### src/common/rv32i_types.sv
package rv32i_types;

    typedef logic [31:0] rv32i_word;
    typedef logic [4:0]  rv32i_reg_idx;

    // alu operations, the encoding is internal to the back end.
    typedef enum logic [3:0] {
        ALU_ADD  = 4'd0,
        ALU_SUB  = 4'd1,
        ALU_SLL  = 4'd2,
        ALU_SLT  = 4'd3,
        ALU_SLTU = 4'd4,
        ALU_XOR  = 4'd5,
        ALU_SRL  = 4'd6,
        ALU_SRA  = 4'd7,
        ALU_OR   = 4'd8,
        ALU_AND  = 4'd9
    } alu_op_t;

    // source of the writeback value.
    typedef enum logic [1:0] {
        WB_ALU  = 2'd0,
        WB_LOAD = 2'd1,
        WB_PC4  = 2'd2,
        WB_IMM  = 2'd3
    } wb_sel_t;

endpackage

### src/common/pipe_ctrl_pkg.sv
package pipe_ctrl_pkg;

    localparam int CW_WIDTH = 16;

    typedef logic [CW_WIDTH-1:0] rv32i_control_word;

    // control word field positions.
    localparam int CW_ALU_OP_LSB   = 0;   // 4 bits.
    localparam int CW_REG_WRITE    = 4;
    localparam int CW_MEM_READ     = 5;
    localparam int CW_MEM_WRITE    = 6;
    localparam int CW_MEM_SIZE_LSB = 7;   // 2 bits.
    localparam int CW_MEM_UNSIGNED = 9;
    localparam int CW_BRANCH       = 10;
    localparam int CW_JUMP         = 11;
    localparam int CW_JUMP_REG     = 12;  // target from rs1.
    localparam int CW_WB_SEL_LSB   = 13;  // 2 bits.
    localparam int CW_ALU_IMM      = 15;  // immediate as operand b.

    // mem_size field values match the low funct3 bits.
    localparam logic [1:0] MEM_SIZE_B = 2'b00;
    localparam logic [1:0] MEM_SIZE_H = 2'b01;
    localparam logic [1:0] MEM_SIZE_W = 2'b10;

    // branch conditions use the rv32i funct3 codes.
    typedef logic [2:0] br_funct;

    localparam br_funct BR_BEQ  = 3'b000;
    localparam br_funct BR_BNE  = 3'b001;
    localparam br_funct BR_BLT  = 3'b100;
    localparam br_funct BR_BGE  = 3'b101;
    localparam br_funct BR_BLTU = 3'b110;
    localparam br_funct BR_BGEU = 3'b111;

    typedef enum logic [1:0] {
        RUN       = 2'd0,
        LOAD_WAIT = 2'd1,
        FLUSH     = 2'd2
    } pipe_state_t;

endpackage

### src/common/ex_mem_if.sv
`timescale 1ns/1ps

interface ex_mem_if;
    import rv32i_types::*;
    import pipe_ctrl_pkg::*;

    logic              valid;
    rv32i_word         pc;
    rv32i_word         alu_out;
    rv32i_word         rs2_data;
    rv32i_word         imm;
    rv32i_control_word ctrl;
    rv32i_reg_idx      rd;
    logic              br_en;
    rv32i_word         target;

    modport producer (
        output valid,
        output pc,
        output alu_out,
        output rs2_data,
        output imm,
        output ctrl,
        output rd,
        output br_en,
        output target
    );

    modport consumer (
        input valid,
        input pc,
        input alu_out,
        input rs2_data,
        input imm,
        input ctrl,
        input rd,
        input br_en,
        input target
    );

endinterface

### src/rtl/pipe_ctrl.sv
`timescale 1ns/1ps

module pipe_ctrl (
    input  logic                   clk,
    input  logic                   rst,
    ex_mem_if.consumer             stage,
    output logic                   load_o,
    output logic                   flush_o,
    output logic                   stall_o,
    output logic                   redirect_o,
    output rv32i_types::rv32i_word redirect_pc_o
);
    import pipe_ctrl_pkg::*;

    pipe_state_t state;
    pipe_state_t state_q;
    logic        taken;

    assign taken = stage.ctrl[CW_JUMP] || (stage.ctrl[CW_BRANCH] && stage.br_en);

    // state of the current cycle, decoded from the entry in EX/MEM.
    // state_q remembers a load that has already waited once.
    always_comb begin
        state = RUN;
        if (stage.valid) begin
            if (stage.ctrl[CW_MEM_READ] && state_q != LOAD_WAIT) begin
                state = LOAD_WAIT;
            end else if (taken) begin
                state = FLUSH;
            end
        end
    end

    always_ff @(posedge clk) begin
        if (rst) begin
            state_q <= RUN;
        end else begin
            state_q <= state;
        end
    end

    always_comb begin
        load_o     = 1'b1;
        flush_o    = 1'b0;
        stall_o    = 1'b0;
        redirect_o = 1'b0;
        case (state)
            LOAD_WAIT: begin
                load_o  = 1'b0;  // hold the load one more cycle.
                stall_o = 1'b1;
            end
            FLUSH: begin
                flush_o    = 1'b1;  // squash the wrong-path issue.
                redirect_o = 1'b1;
            end
            default: begin
                load_o = 1'b1;
            end
        endcase
    end

    assign redirect_pc_o = stage.target;

endmodule

### src/flat_wrapper.sv
// flat-port wrapper written by rule: the top's interface ports become plain ports
module pipe_ctrl_flat import pipe_ctrl_pkg::*;
  (clk, rst, load_o, flush_o, stall_o, redirect_o, redirect_pc_o, stage_valid, stage_pc, stage_alu_out, stage_rs2_data, stage_imm, stage_ctrl, stage_rd, stage_br_en, stage_target);
  ex_mem_if stage_i ();
  input  logic clk;
  input  logic rst;
  output logic load_o;
  output logic flush_o;
  output logic stall_o;
  output logic redirect_o;
  output rv32i_types::rv32i_word redirect_pc_o;
  input wire logic [$bits(stage_i.valid)-1:0] stage_valid;
  input wire logic [$bits(stage_i.pc)-1:0] stage_pc;
  input wire logic [$bits(stage_i.alu_out)-1:0] stage_alu_out;
  input wire logic [$bits(stage_i.rs2_data)-1:0] stage_rs2_data;
  input wire logic [$bits(stage_i.imm)-1:0] stage_imm;
  input wire logic [$bits(stage_i.ctrl)-1:0] stage_ctrl;
  input wire logic [$bits(stage_i.rd)-1:0] stage_rd;
  input wire logic [$bits(stage_i.br_en)-1:0] stage_br_en;
  input wire logic [$bits(stage_i.target)-1:0] stage_target;
  assign stage_i.valid = stage_valid;
  assign stage_i.pc = stage_pc;
  assign stage_i.alu_out = stage_alu_out;
  assign stage_i.rs2_data = stage_rs2_data;
  assign stage_i.imm = stage_imm;
  assign stage_i.ctrl = stage_ctrl;
  assign stage_i.rd = stage_rd;
  assign stage_i.br_en = stage_br_en;
  assign stage_i.target = stage_target;
  pipe_ctrl u_core (.clk(clk), .rst(rst), .stage(stage_i), .load_o(load_o), .flush_o(flush_o), .stall_o(stall_o), .redirect_o(redirect_o), .redirect_pc_o(redirect_pc_o));
endmodule
### config.mk
export PLATFORM = sky130hd
export DESIGN_NAME = pipe_ctrl_flat
export DESIGN_NICKNAME = d
export VERILOG_FILES = /design/src/common/rv32i_types.sv /design/src/common/pipe_ctrl_pkg.sv /design/src/common/ex_mem_if.sv /design/src/rtl/pipe_ctrl.sv /design/src/flat_wrapper.sv
export SDC_FILE = /design/constraint.sdc
export NUM_CORES = 1
export LEC_CHECK = 0
export BUFFER_PORTS_ARGS = -buffer_cell sky130_fd_sc_hd__buf_2
export CORE_AREA = 2 2 85 87
export CTS_BUF_LIST = sky130_fd_sc_hd__clkbuf_4
export DETAILED_ROUTE_END_ITERATION = 8
export DIE_AREA = 0 0 87 89
export SLEW_MARGIN = 20
export SYNTH_ARGS = -nofsm -noshare
export SYNTH_HDL_FRONTEND = slang
export SYNTH_SLANG_ARGS = --single-unit
### constraint.sdc
create_clock -name clk -period 0.9 [get_ports clk]
set_input_delay 0.045 -clock clk [delete_from_list [all_inputs] [get_ports clk]]
set_output_delay 0.045 -clock clk [all_outputs]
set_load 0.05 [all_outputs]
# Word level (Yosys, flattened, before mapping)
# Cells that the tools add are included.
# word_totals
reg_bits,2
wordCells,13
output_inout_bits,36
input_bits,185
# op_classes
eq_ne,3
n_reduce_logical,3
muxes,6
# ops
operator,n
$mux W2,3
$mux W1,3
$eq A2 B1 Y1 const B,1
$eq A2 B2 Y1 const B,1
$logic_and A1 B1 Y1,2
$ne A2 B1 Y1 const B,1
$logic_or A1 B1 Y1,1

# Depth between registers and ports, before layout
# Gate-level depths: netlist of the first run.
# logic_depth
depth_word,7
depth_mapped,3

# Worst setup path after synthesis of the first run
# No wires, ideal clock.
# synth_path
path_type,reg-to-output
startpoint,reg u_core.state_q[1]
endpoint,out redirect_o
slack_ns,-1.223
path_stages_with_launch,4
required_time_ns,0.855
n_path_buf,1
t_arrival_ns,2.078
path_cell_list,dfxtp_1 nand2b_4 a211oi_1 buf_4
# synth_via
elab_chain_cells,6
# synth_lines
element,line_no,source
"start, declared",pipe_ctrl.sv:16,pipe_state_t state_q;
"start signal, assigned",pipe_ctrl.sv:38,state_q <= state;
$ne A2 B1 Y1,pipe_ctrl.sv:26,if (stage.ctrl[CW_MEM_READ] && state_q != LOAD_WAIT) begin
$logic_and A1 B1 Y1,pipe_ctrl.sv:26,
$mux W2,pipe_ctrl.sv:26,
$mux W2,pipe_ctrl.sv:25,if (stage.valid) begin
$eq A2 B2 Y1,-,
$mux W1,-,
"end, declared",flat_wrapper.sv:10,output logic redirect_o;
# No other way between the ends.

# Final worst setup path of the first run
# layout_path
startpoint,reg u_core.state_q[1]
endpoint,out redirect_o
# layout_via
elab_chain_cells,6
# layout_lines
element,line_no,source
$ne A2 B1 Y1,pipe_ctrl.sv:26,
$logic_and A1 B1 Y1,pipe_ctrl.sv:26,
$mux W2,pipe_ctrl.sv:26,
$mux W2,pipe_ctrl.sv:25,
$eq A2 B2 Y1,pipe_ctrl.sv:47,case (state)
$mux W1,pipe_ctrl.sv:47,
# No other way between the ends.

==> results of run 1 <==
## kinds of logic after synthesis
family          Yosys count  synth area share (%)
compound gates            3                  7.72
buf+inv                  34                  70.5
flops                     2                  11.2
simple gates              4                  10.5
## routing by layer
layer | GRT usage [%] | part of all wire [%]
met1 | 1.04 | 15
met2 | 3.82 | 37
met3 | 5.72 | 45
met4 | 2.27 | 1.8
met5 | 0 | 1.1
## cells in the final DEF, fill, tap and decap left out, drive strengths merged
master	count
a21oi	1
buf	13
and4b	1
nand2b	1
and3	1
nand3	1
inv	1
clkbuf	3
dfxtp	2
a2111oi	1
a211oi	1
## power groups by stage
| stage | logic [mW] | clock network, mW | registers, mW |
|---|---|---|---|
| 2_1_floorplan | 0.452 | 0 | 0.0957 |
| 3_3_place_gp | 0.108 | 0 | 0.0958 |
| 3_5_place_dp | 0.109 | 0 | 0.0960 |
| 4_1_cts | 0.131 | 0.209 | 0.0952 |
| 5_1_grt | 0.139 | 0.224 | 0.0951 |
| 6_report | 0.131 | 0.203 | 0.0951 |
## layout make-up
class                      instances  area [sq um]
tap                               80           100
fill                             783          6360
timing repair buffer              13           106
inverter                           1          3.75
clock buffer                       3          22.5
sequential                         2          40.0
multi-input combinational          7          90.1
## Yosys cell counts
cell type and count:
a211oi_1 1, and3_2 1, buf_4 33, a21oi_1 1, nand3_1 1, a2111oi_2 1
and4b_2 1, dfxtp_1 2, inv_1 1, nand2b_4 1
## worst max-delay path, stage by stage (launching register included)
cell and delay (ns):
dfxtp_1 0.30, nand2b_4 0.15, a211oi_4 0.24, buf_6 0.20
## worst paths after layout
| kind | from | to | cells after the start |
|---|---|---|---|
| max | u_core.state_q[1]$_SDFF_PP0_ | redirect_o | 3 |
| min | rst | u_core.state_q[1]$_SDFF_PP0_ | 2 |
| max reg2reg | u_core.state_q[1]$_SDFF_PP0_ | u_core.state_q[1]$_SDFF_PP0_ | 4 |
| min reg2reg | u_core.state_q[0]$_SDFF_PP0_ | u_core.state_q[1]$_SDFF_PP0_ | 4 |
## metrics by stage
stage / setup slack (ns) / area, sq um
6_report: -0.254 / 363
5_1_grt: -0.297 / 363
4_1_cts: -0.268 / 363
3_5_place_dp: -0.0830 / 294
3_3_place_gp: -0.0577 / 294
2_1_floorplan: -0.382 / 373
## repair_timing
action                                 CTS  global route
gates cloned                             0             0
hold buffers                             0             0
setup endpoints to repair                5             5
setup buffers                            2             0
gates resized for setup                  7             0
pin swaps                                1             0
endpoints found under the hold margin    0             0
==> metrics, run 1 <==
status=complete, but fails checks; failing checks=setup timing; Core Util, Final=5.40%; switching share of power=30.7%; Critical Path AT=1.11 ns; Startpoint Class=flip-flop; Via density=1.62; worst-margin pin slew=0.259 ns; Non-Filler Instances=106; Fin. Hold Viols=0; Pwr Total=0.429 mW; area leader, netlist=buf_4; via count=172; core region area=6720 sq um; H-Tree Depth=1; share of the synthesized area in the top cell type=69.5%; chip width=87 um; Critical Path Fanout Max=3; CP required=0.85 ns; sw power=0.132 mW; Hold WC Path Type=input pin to flip-flop; Seq/Total Area, Yosys=11.2%; CTS Root Cell=clkbuf_4; Post-Syn Nets=228; top cells by area, synth=buf_4, dfxtp_1, a2111oi_2; pwr/cell area=1180 nW/um^2; Cells after Synth=43; Area Overhead vs Synth=1.75%; Top Registers=u_core.state_q x2; Largest Register=u_core.state_q; Crit. End Element=output port; clk sink count=2; 1st-pass router iterations=2; antenna violations before repair=1; drt initial violations=6; clk slew on worst S/H paths=0.03 ns; total negative slack=-1.11 ns; GRT Total Usage=2.92%; DR DRC count=0; period utilization=128%; vias in the first global route=200; Flop pwr share=22.2%; Leakage=0.120 nW; boundary pin count=221; skew final=0.00422 ns; reg2reg setup slack=-0.21 ns; RSZ-0062 raised after global routing=true; max FFs per register=2; die area=7740 sq um; nets=213; cell area after synthesis=357 sq um; Placer Congestion=0.667; diode count=0; synth warn=0; Yosys cell types=10; crit path kind=flip-flop to output port; Slew headroom=82.7%; initial core utilization=5.31%; synthesized flop and latch total=2; WL per Instance=11.4 um; setup ws final=-0.254 ns; P_int=0.297 mW; row cnt=30; fraction of layout cells with a size suffix above 1=80.8%; placed cells=101; clock network power share=47.4%; final max-slew violation count=0; max-cap violation count=0; largest net degree at the start of global routing=6; clock buffer depth=2; final worst path period need=1.15 ns; Gate power share=30.5%; Routed Antenna Nets=0; setup violators final=5; die outline height=89 um; CTS tree=built; Syn Area/Cell=8.29 sq um; final hold slack=0.0343 ns; gr ovfl total=0; cts bufs inserted=3; DP Wirelength=1020 um; Clock Latency Late Sink=0.23 ns; PortBufs=10; first-pass GRT wire length=1480 um; VDD IR max=0.000121 V; Routed Wire Length=1210 um; Max Clk Rate=867 MHz
Power figures use the tool's default switching activity.
==> run 2: changes to the inputs <==
--- a/constraint.sdc
+++ b/constraint.sdc
@@ -3,2 +3,2 @@
 set_output_delay 0.045 -clock clk [all_outputs]
-set_load 0.05 [all_outputs]
+set_load 0.1 [all_outputs]
==> run 2 against run 1 <==
Effect of this change: the run still ends with setup timing left; highest routed layer is now met4; first-iteration DRC count up 83%; clock skew up 0.00073 ns; wire length up 1.1%; clock power about the same; cell count up 0.94%; critical path depth unchanged; largest power group unchanged; via count up 5.2%; fmax down 6.4%; utilization up 0.52 points; critical path type unchanged.
==> metrics, run 2 (same netlist as run 1, synthesis figures left out) <==
cts bufs inserted=3; crit path kind=flip-flop to output port; boundary pin count=221; pre-CTS setup slack=-0.127 ns; status=complete, but fails checks; multi-input logic area=90.1 sq um; Startpoint Class=flip-flop; H-Tree Depth=1; 1st-pass router iterations=4; clock buffer depth=2; most frequent cells in the layout=buf_2, buf_12, clkbuf_4; cells on worst reg2reg path=4; Top Registers=u_core.state_q x2; nets=213; via count=181; WL per Instance=11.5 um; setup violators final=6; chip width=87 um; row cnt=30; Fillers=770; Crit. End Element=output port; final max-slew violation count=0; Leakage=0.132 nW; placed cells=100; antenna violations before repair=1; Non-Filler Instances=107; Crit path depth=3; Largest Register=u_core.state_q; worst path cell trace=nand2b_4, a211oi_4, buf_12; die outline height=89 um; Hold WC Path Type=input pin to output port; die area=7740 sq um; sequential cell area=40.0 sq um; Worst path slowest cell=a211oi_4; Routed Antenna Nets=0; failing checks=setup timing; period utilization=137%; first-pass GRT wire length=1600 um; Core Util, Final=5.92%; PortBufs=10; vias in the first global route=222; Routed Wire Length=1230 um; commonest non-fill, non-tap cell in the layout=buf_2; Crit path buffers/inverters=1; Critical Path AT=1.19 ns; final worst path period need=1.23 ns; Hold Path Stages=0; VDD IR max=0.000151 V; CP required=0.85 ns; RSZ-0062 raised after global routing=true; DR DRC count=0; Area Overhead vs Synth=11.6%; Slew headroom=76.4%; crit-path max cell delay=0.31 ns; final hold slack=0.0900 ns; crit-path leading delay family=compound AO/OA/AOI/OAI gates; setup ws final=-0.333 ns; initial core utilization=5.31%; Critical Path Fanout Max=3; Via density=1.69; Max Clk Rate=811 MHz; fraction of layout cells with a size suffix above 1=80.8%; Placer Congestion=0.668; core region area=6720 sq um; Fin. Hold Viols=0; worst-margin pin slew=0.354 ns; Clock Latency Late Sink=0.23 ns; CTS Root Cell=clkbuf_4; skew final=0.00495 ns; clk slew on worst S/H paths=0.03 ns; gr ovfl total=0; pwr/cell area=1210 nW/um^2; clk sink count=2; largest net degree at the start of global routing=6; CTS tree=built; max-cap violation count=0; GRT Total Usage=3.30%; drt initial violations=11; max FFs per register=2
[run 2: path summary, 6_finish.rpt]
check,start,to,slack (ns)
max reg2reg,u_core.state_q[1]$_SDFF_PP0_,u_core.state_q[1]$_SDFF_PP0_,-0.22
min reg2reg,u_core.state_q[0]$_SDFF_PP0_,u_core.state_q[1]$_SDFF_PP0_,0.70
max,u_core.state_q[1]$_SDFF_PP0_,redirect_o,-0.33
min,stage_target[10],redirect_pc_o[10],0.09
[run 2: repair_timing]
action / in CTS / in global routing
buffers inserted: 1 / 1
gates resized for setup: 1 / 2
hold endpoints to repair: 1 / 0
pin swaps: 0 / 0
hold buffers: 1 / 0
endpoints found under the setup margin: 5 / 6
[run 2: power by group]
part	internal, mW	switching (mW)	total, mW	leakage, nW
Combinational	0.0715	0.115	0.186	0.102
Sequential	0.0930	0.00192	0.0949	0.0164
Clock	0.147	0.0532	0.201	0.0138
[run 2: cell type report]
class / instances / area share (%)
Sequential cell: 2 / 10.1
Multi-Input combinational cell: 7 / 22.6
Clock buffer: 3 / 5.66
Timing Repair Buffer: 13 / 34.9
Inverter: 1 / 0.943
Tap cell: 80 / 25.2
Antenna cell: 1 / 0.629
[run 2: stage by stage]
| step | cell area, sq um | power [mW] | setup TNS, ns |
|---|---|---|---|
| after floorplan | 382 | 0.880 | -1.74 |
| after global placement | 332 | 0.267 | -0.222 |
| after detailed placement | 332 | 0.267 | -0.255 |
| after global routing | 395 | 0.513 | -1.81 |
| after CTS | 377 | 0.488 | -1.27 |
| final | 398 | 0.481 | -1.49 |
[run 2: per-layer routing]
layer	track usage [%]	routed length (um)
met1	1.10	198
met2	2.98	352
met3	7.29	599
met4	4.26	76
met5	0	0
==> run 3: changes to the inputs <==
==> constraint.sdc (replaced) <==
create_clock -name clk -period 0.9 [get_ports clk]
set_input_delay 0.18 -clock clk [delete_from_list [all_inputs] [get_ports clk]]
set_output_delay 0.18 -clock clk [all_outputs]
set_load 0.1 [all_outputs]
==> run 3 against run 2 <==
Effect of this change: the run still ends with setup timing left; sequential power about the same; design area increased by 9.4%; fmax decreased by 9.5%; largest power group is now combinational cells; utilization increased by 0.56 points.
==> metrics, run 3 (same netlist as run 1, synthesis figures left out) <==
period utilization=151%; GRT Total Usage=3.59%; gr ovfl total=0; RR Endpoint=u_core.state_q[1]$_SDFF_PP0_; WL per Instance=13.0 um; worst-margin pin slew=0.320 ns; boundary pin count=221; clock buffer depth=2; worst path cell trace=nand2b_4, a211oi_4, buf_12; Top Registers=u_core.state_q x2; H-Tree Depth=1; most frequent cells in the layout=buf_2, buf_4, buf_12; Area Overhead vs Synth=22.1%; die area=7740 sq um; Routed Antenna Nets=0; largest net degree at the start of global routing=4; Max Clk Rate=734 MHz; status=complete, but fails checks; fraction of layout cells with a size suffix above 1=86.7%; skew final=0.00652 ns; DR DRC count=0; DP Wirelength=1260 um; Fillers=773; max FFs per register=2; PortBufs=10; failing checks=setup timing; cells on worst reg2reg path=5; reg2reg setup slack=-0.28 ns; final max-slew violation count=0; Routed Wire Length=1430 um; cts bufs inserted=3; drt initial violations=3; Slew headroom=78.7%; hold path start=rst; Startpoint Class=flip-flop; hold-fix buffers at CTS=0; switching share of power=35.0%; final worst path period need=1.36 ns; Flop pwr share=18.9%; vias in the first global route=232; VDD IR max=0.000204 V; placed cells=105; CTS tree=built; diode count=0; Leakage=0.152 nW; Via density=2.02; RSZ-0062 raised after global routing=true; chip width=87 um; row cnt=30; sw power=0.175 mW; P_int=0.325 mW; Worst path slowest cell=a211oi_4; Hold Path Stages=2; Core Util, Final=6.48%; Gate power share=41.6%; Clock Latency Late Sink=0.22 ns; CP required=0.72 ns; Worst Hold End=u_core.state_q[1]$_SDFF_PP0_; 1st-pass router iterations=4; initial core utilization=5.31%; Crit. End Element=output port; CTS Root Cell=clkbuf_4; max-cap violation count=0; Largest Register=u_core.state_q; crit path kind=flip-flop to output port; Fin. Hold Viols=0; clk sink count=2; Critical Path AT=1.18 ns; pwr/cell area=1150 nW/um^2; die outline height=89 um; crit-path max cell delay=0.31 ns; setup ws final=-0.462 ns; clock network power share=39.5%; clk slew on worst S/H paths=0.03 ns; Critical Path Fanout Max=3; setup violators final=6; Placer Congestion=0.711; first-pass GRT wire length=1740 um; Non-Filler Instances=110; Reg-to-Reg Start=u_core.state_q[1]$_SDFF_PP0_; core region area=6720 sq um; Hold WC Path Type=input pin to flip-flop; via count=222; nets=217; antenna violations before repair=1
==> run 3: cell types whose count changed in the layout (fill, tap and decap cells not counted), sizes merged <==
cell / change
buf: +5
diode: -1
dlygate4sd3: -1
==> run 3: power groups by stage <==
stage                     combinational (mW)  sequential [mW]  clock, mW
after global placement                 0.188           0.0958          0
after CTS                              0.202           0.0947      0.209
after detailed placement               0.190           0.0960          0
after floorplan                        0.784           0.0957          0
final                                  0.208           0.0947      0.197
after global routing                   0.217           0.0951      0.213
==> run 3: final cells by class <==
class | count | area (sq um) | area share [%]
repair buffers | 17 | 166 | 38.2
clock buffers | 3 | 22.5 | 5.17
inverters | 1 | 3.75 | 0.862
flip-flops and latches | 2 | 40.0 | 9.20
well taps | 80 | 100 | 23.0
multi-input cells | 7 | 103 | 23.6
==> run 3: per-stage QoR <==
step	power [mW]	cell area [sq um]	worst slack [ns]	hold slack, ns	setup TNS (ns)
2_1_floorplan	0.880	382	-0.936	0.249	-2.28
3_3_place_gp	0.284	369	-0.224	0.361	-0.855
3_5_place_dp	0.286	369	-0.238	0.361	-0.907
4_1_cts	0.506	417	-0.474	0.155	-1.83
5_1_grt	0.525	435	-0.513	0.166	-2.38
6_report	0.500	435	-0.462	0.158	-2.08
==> run 3: repair_timing <==
item / in CTS / in global routing
setup endpoints to repair: 6 / 6
gates resized for setup: 3 / 1
pin swaps: 0 / 2
buffers inserted: 0 / 2
==> run 3: layer usage <==
| metal | GRT usage, % | wire, um |
|---|---|---|
| met1 | 1.48 | 220 |
| met5 | 0 | 13 |
| met3 | 6.83 | 580 |
| met4 | 2.70 | 89 |
| met2 | 4.65 | 521 |
==> run 3: worst max path at each step <==
stage	start	to	slack, ns
global route	u_core.state_q[1]$_SDFF_PP0_	redirect_o	-0.51
detailed placement	u_core.state_q[1]$_SDFF_PP0_	redirect_o	-0.24
CTS	u_core.state_q[1]$_SDFF_PP0_	redirect_o	-0.47
global placement	u_core.state_q[1]$_SDFF_PP0_	flush_o	-0.22
finish	u_core.state_q[1]$_SDFF_PP0_	redirect_o	-0.46
floorplan	u_core.state_q[1]$_SDFF_PP0_	redirect_o	-0.94
==> run 3: worst max-delay path, delay by kind of cell, from the launching register on <==
kind	cells	cell delay, ns
buf+inv	1	0.22
simple gates	1	0.14
flops	1	0.28
compound gates	1	0.31
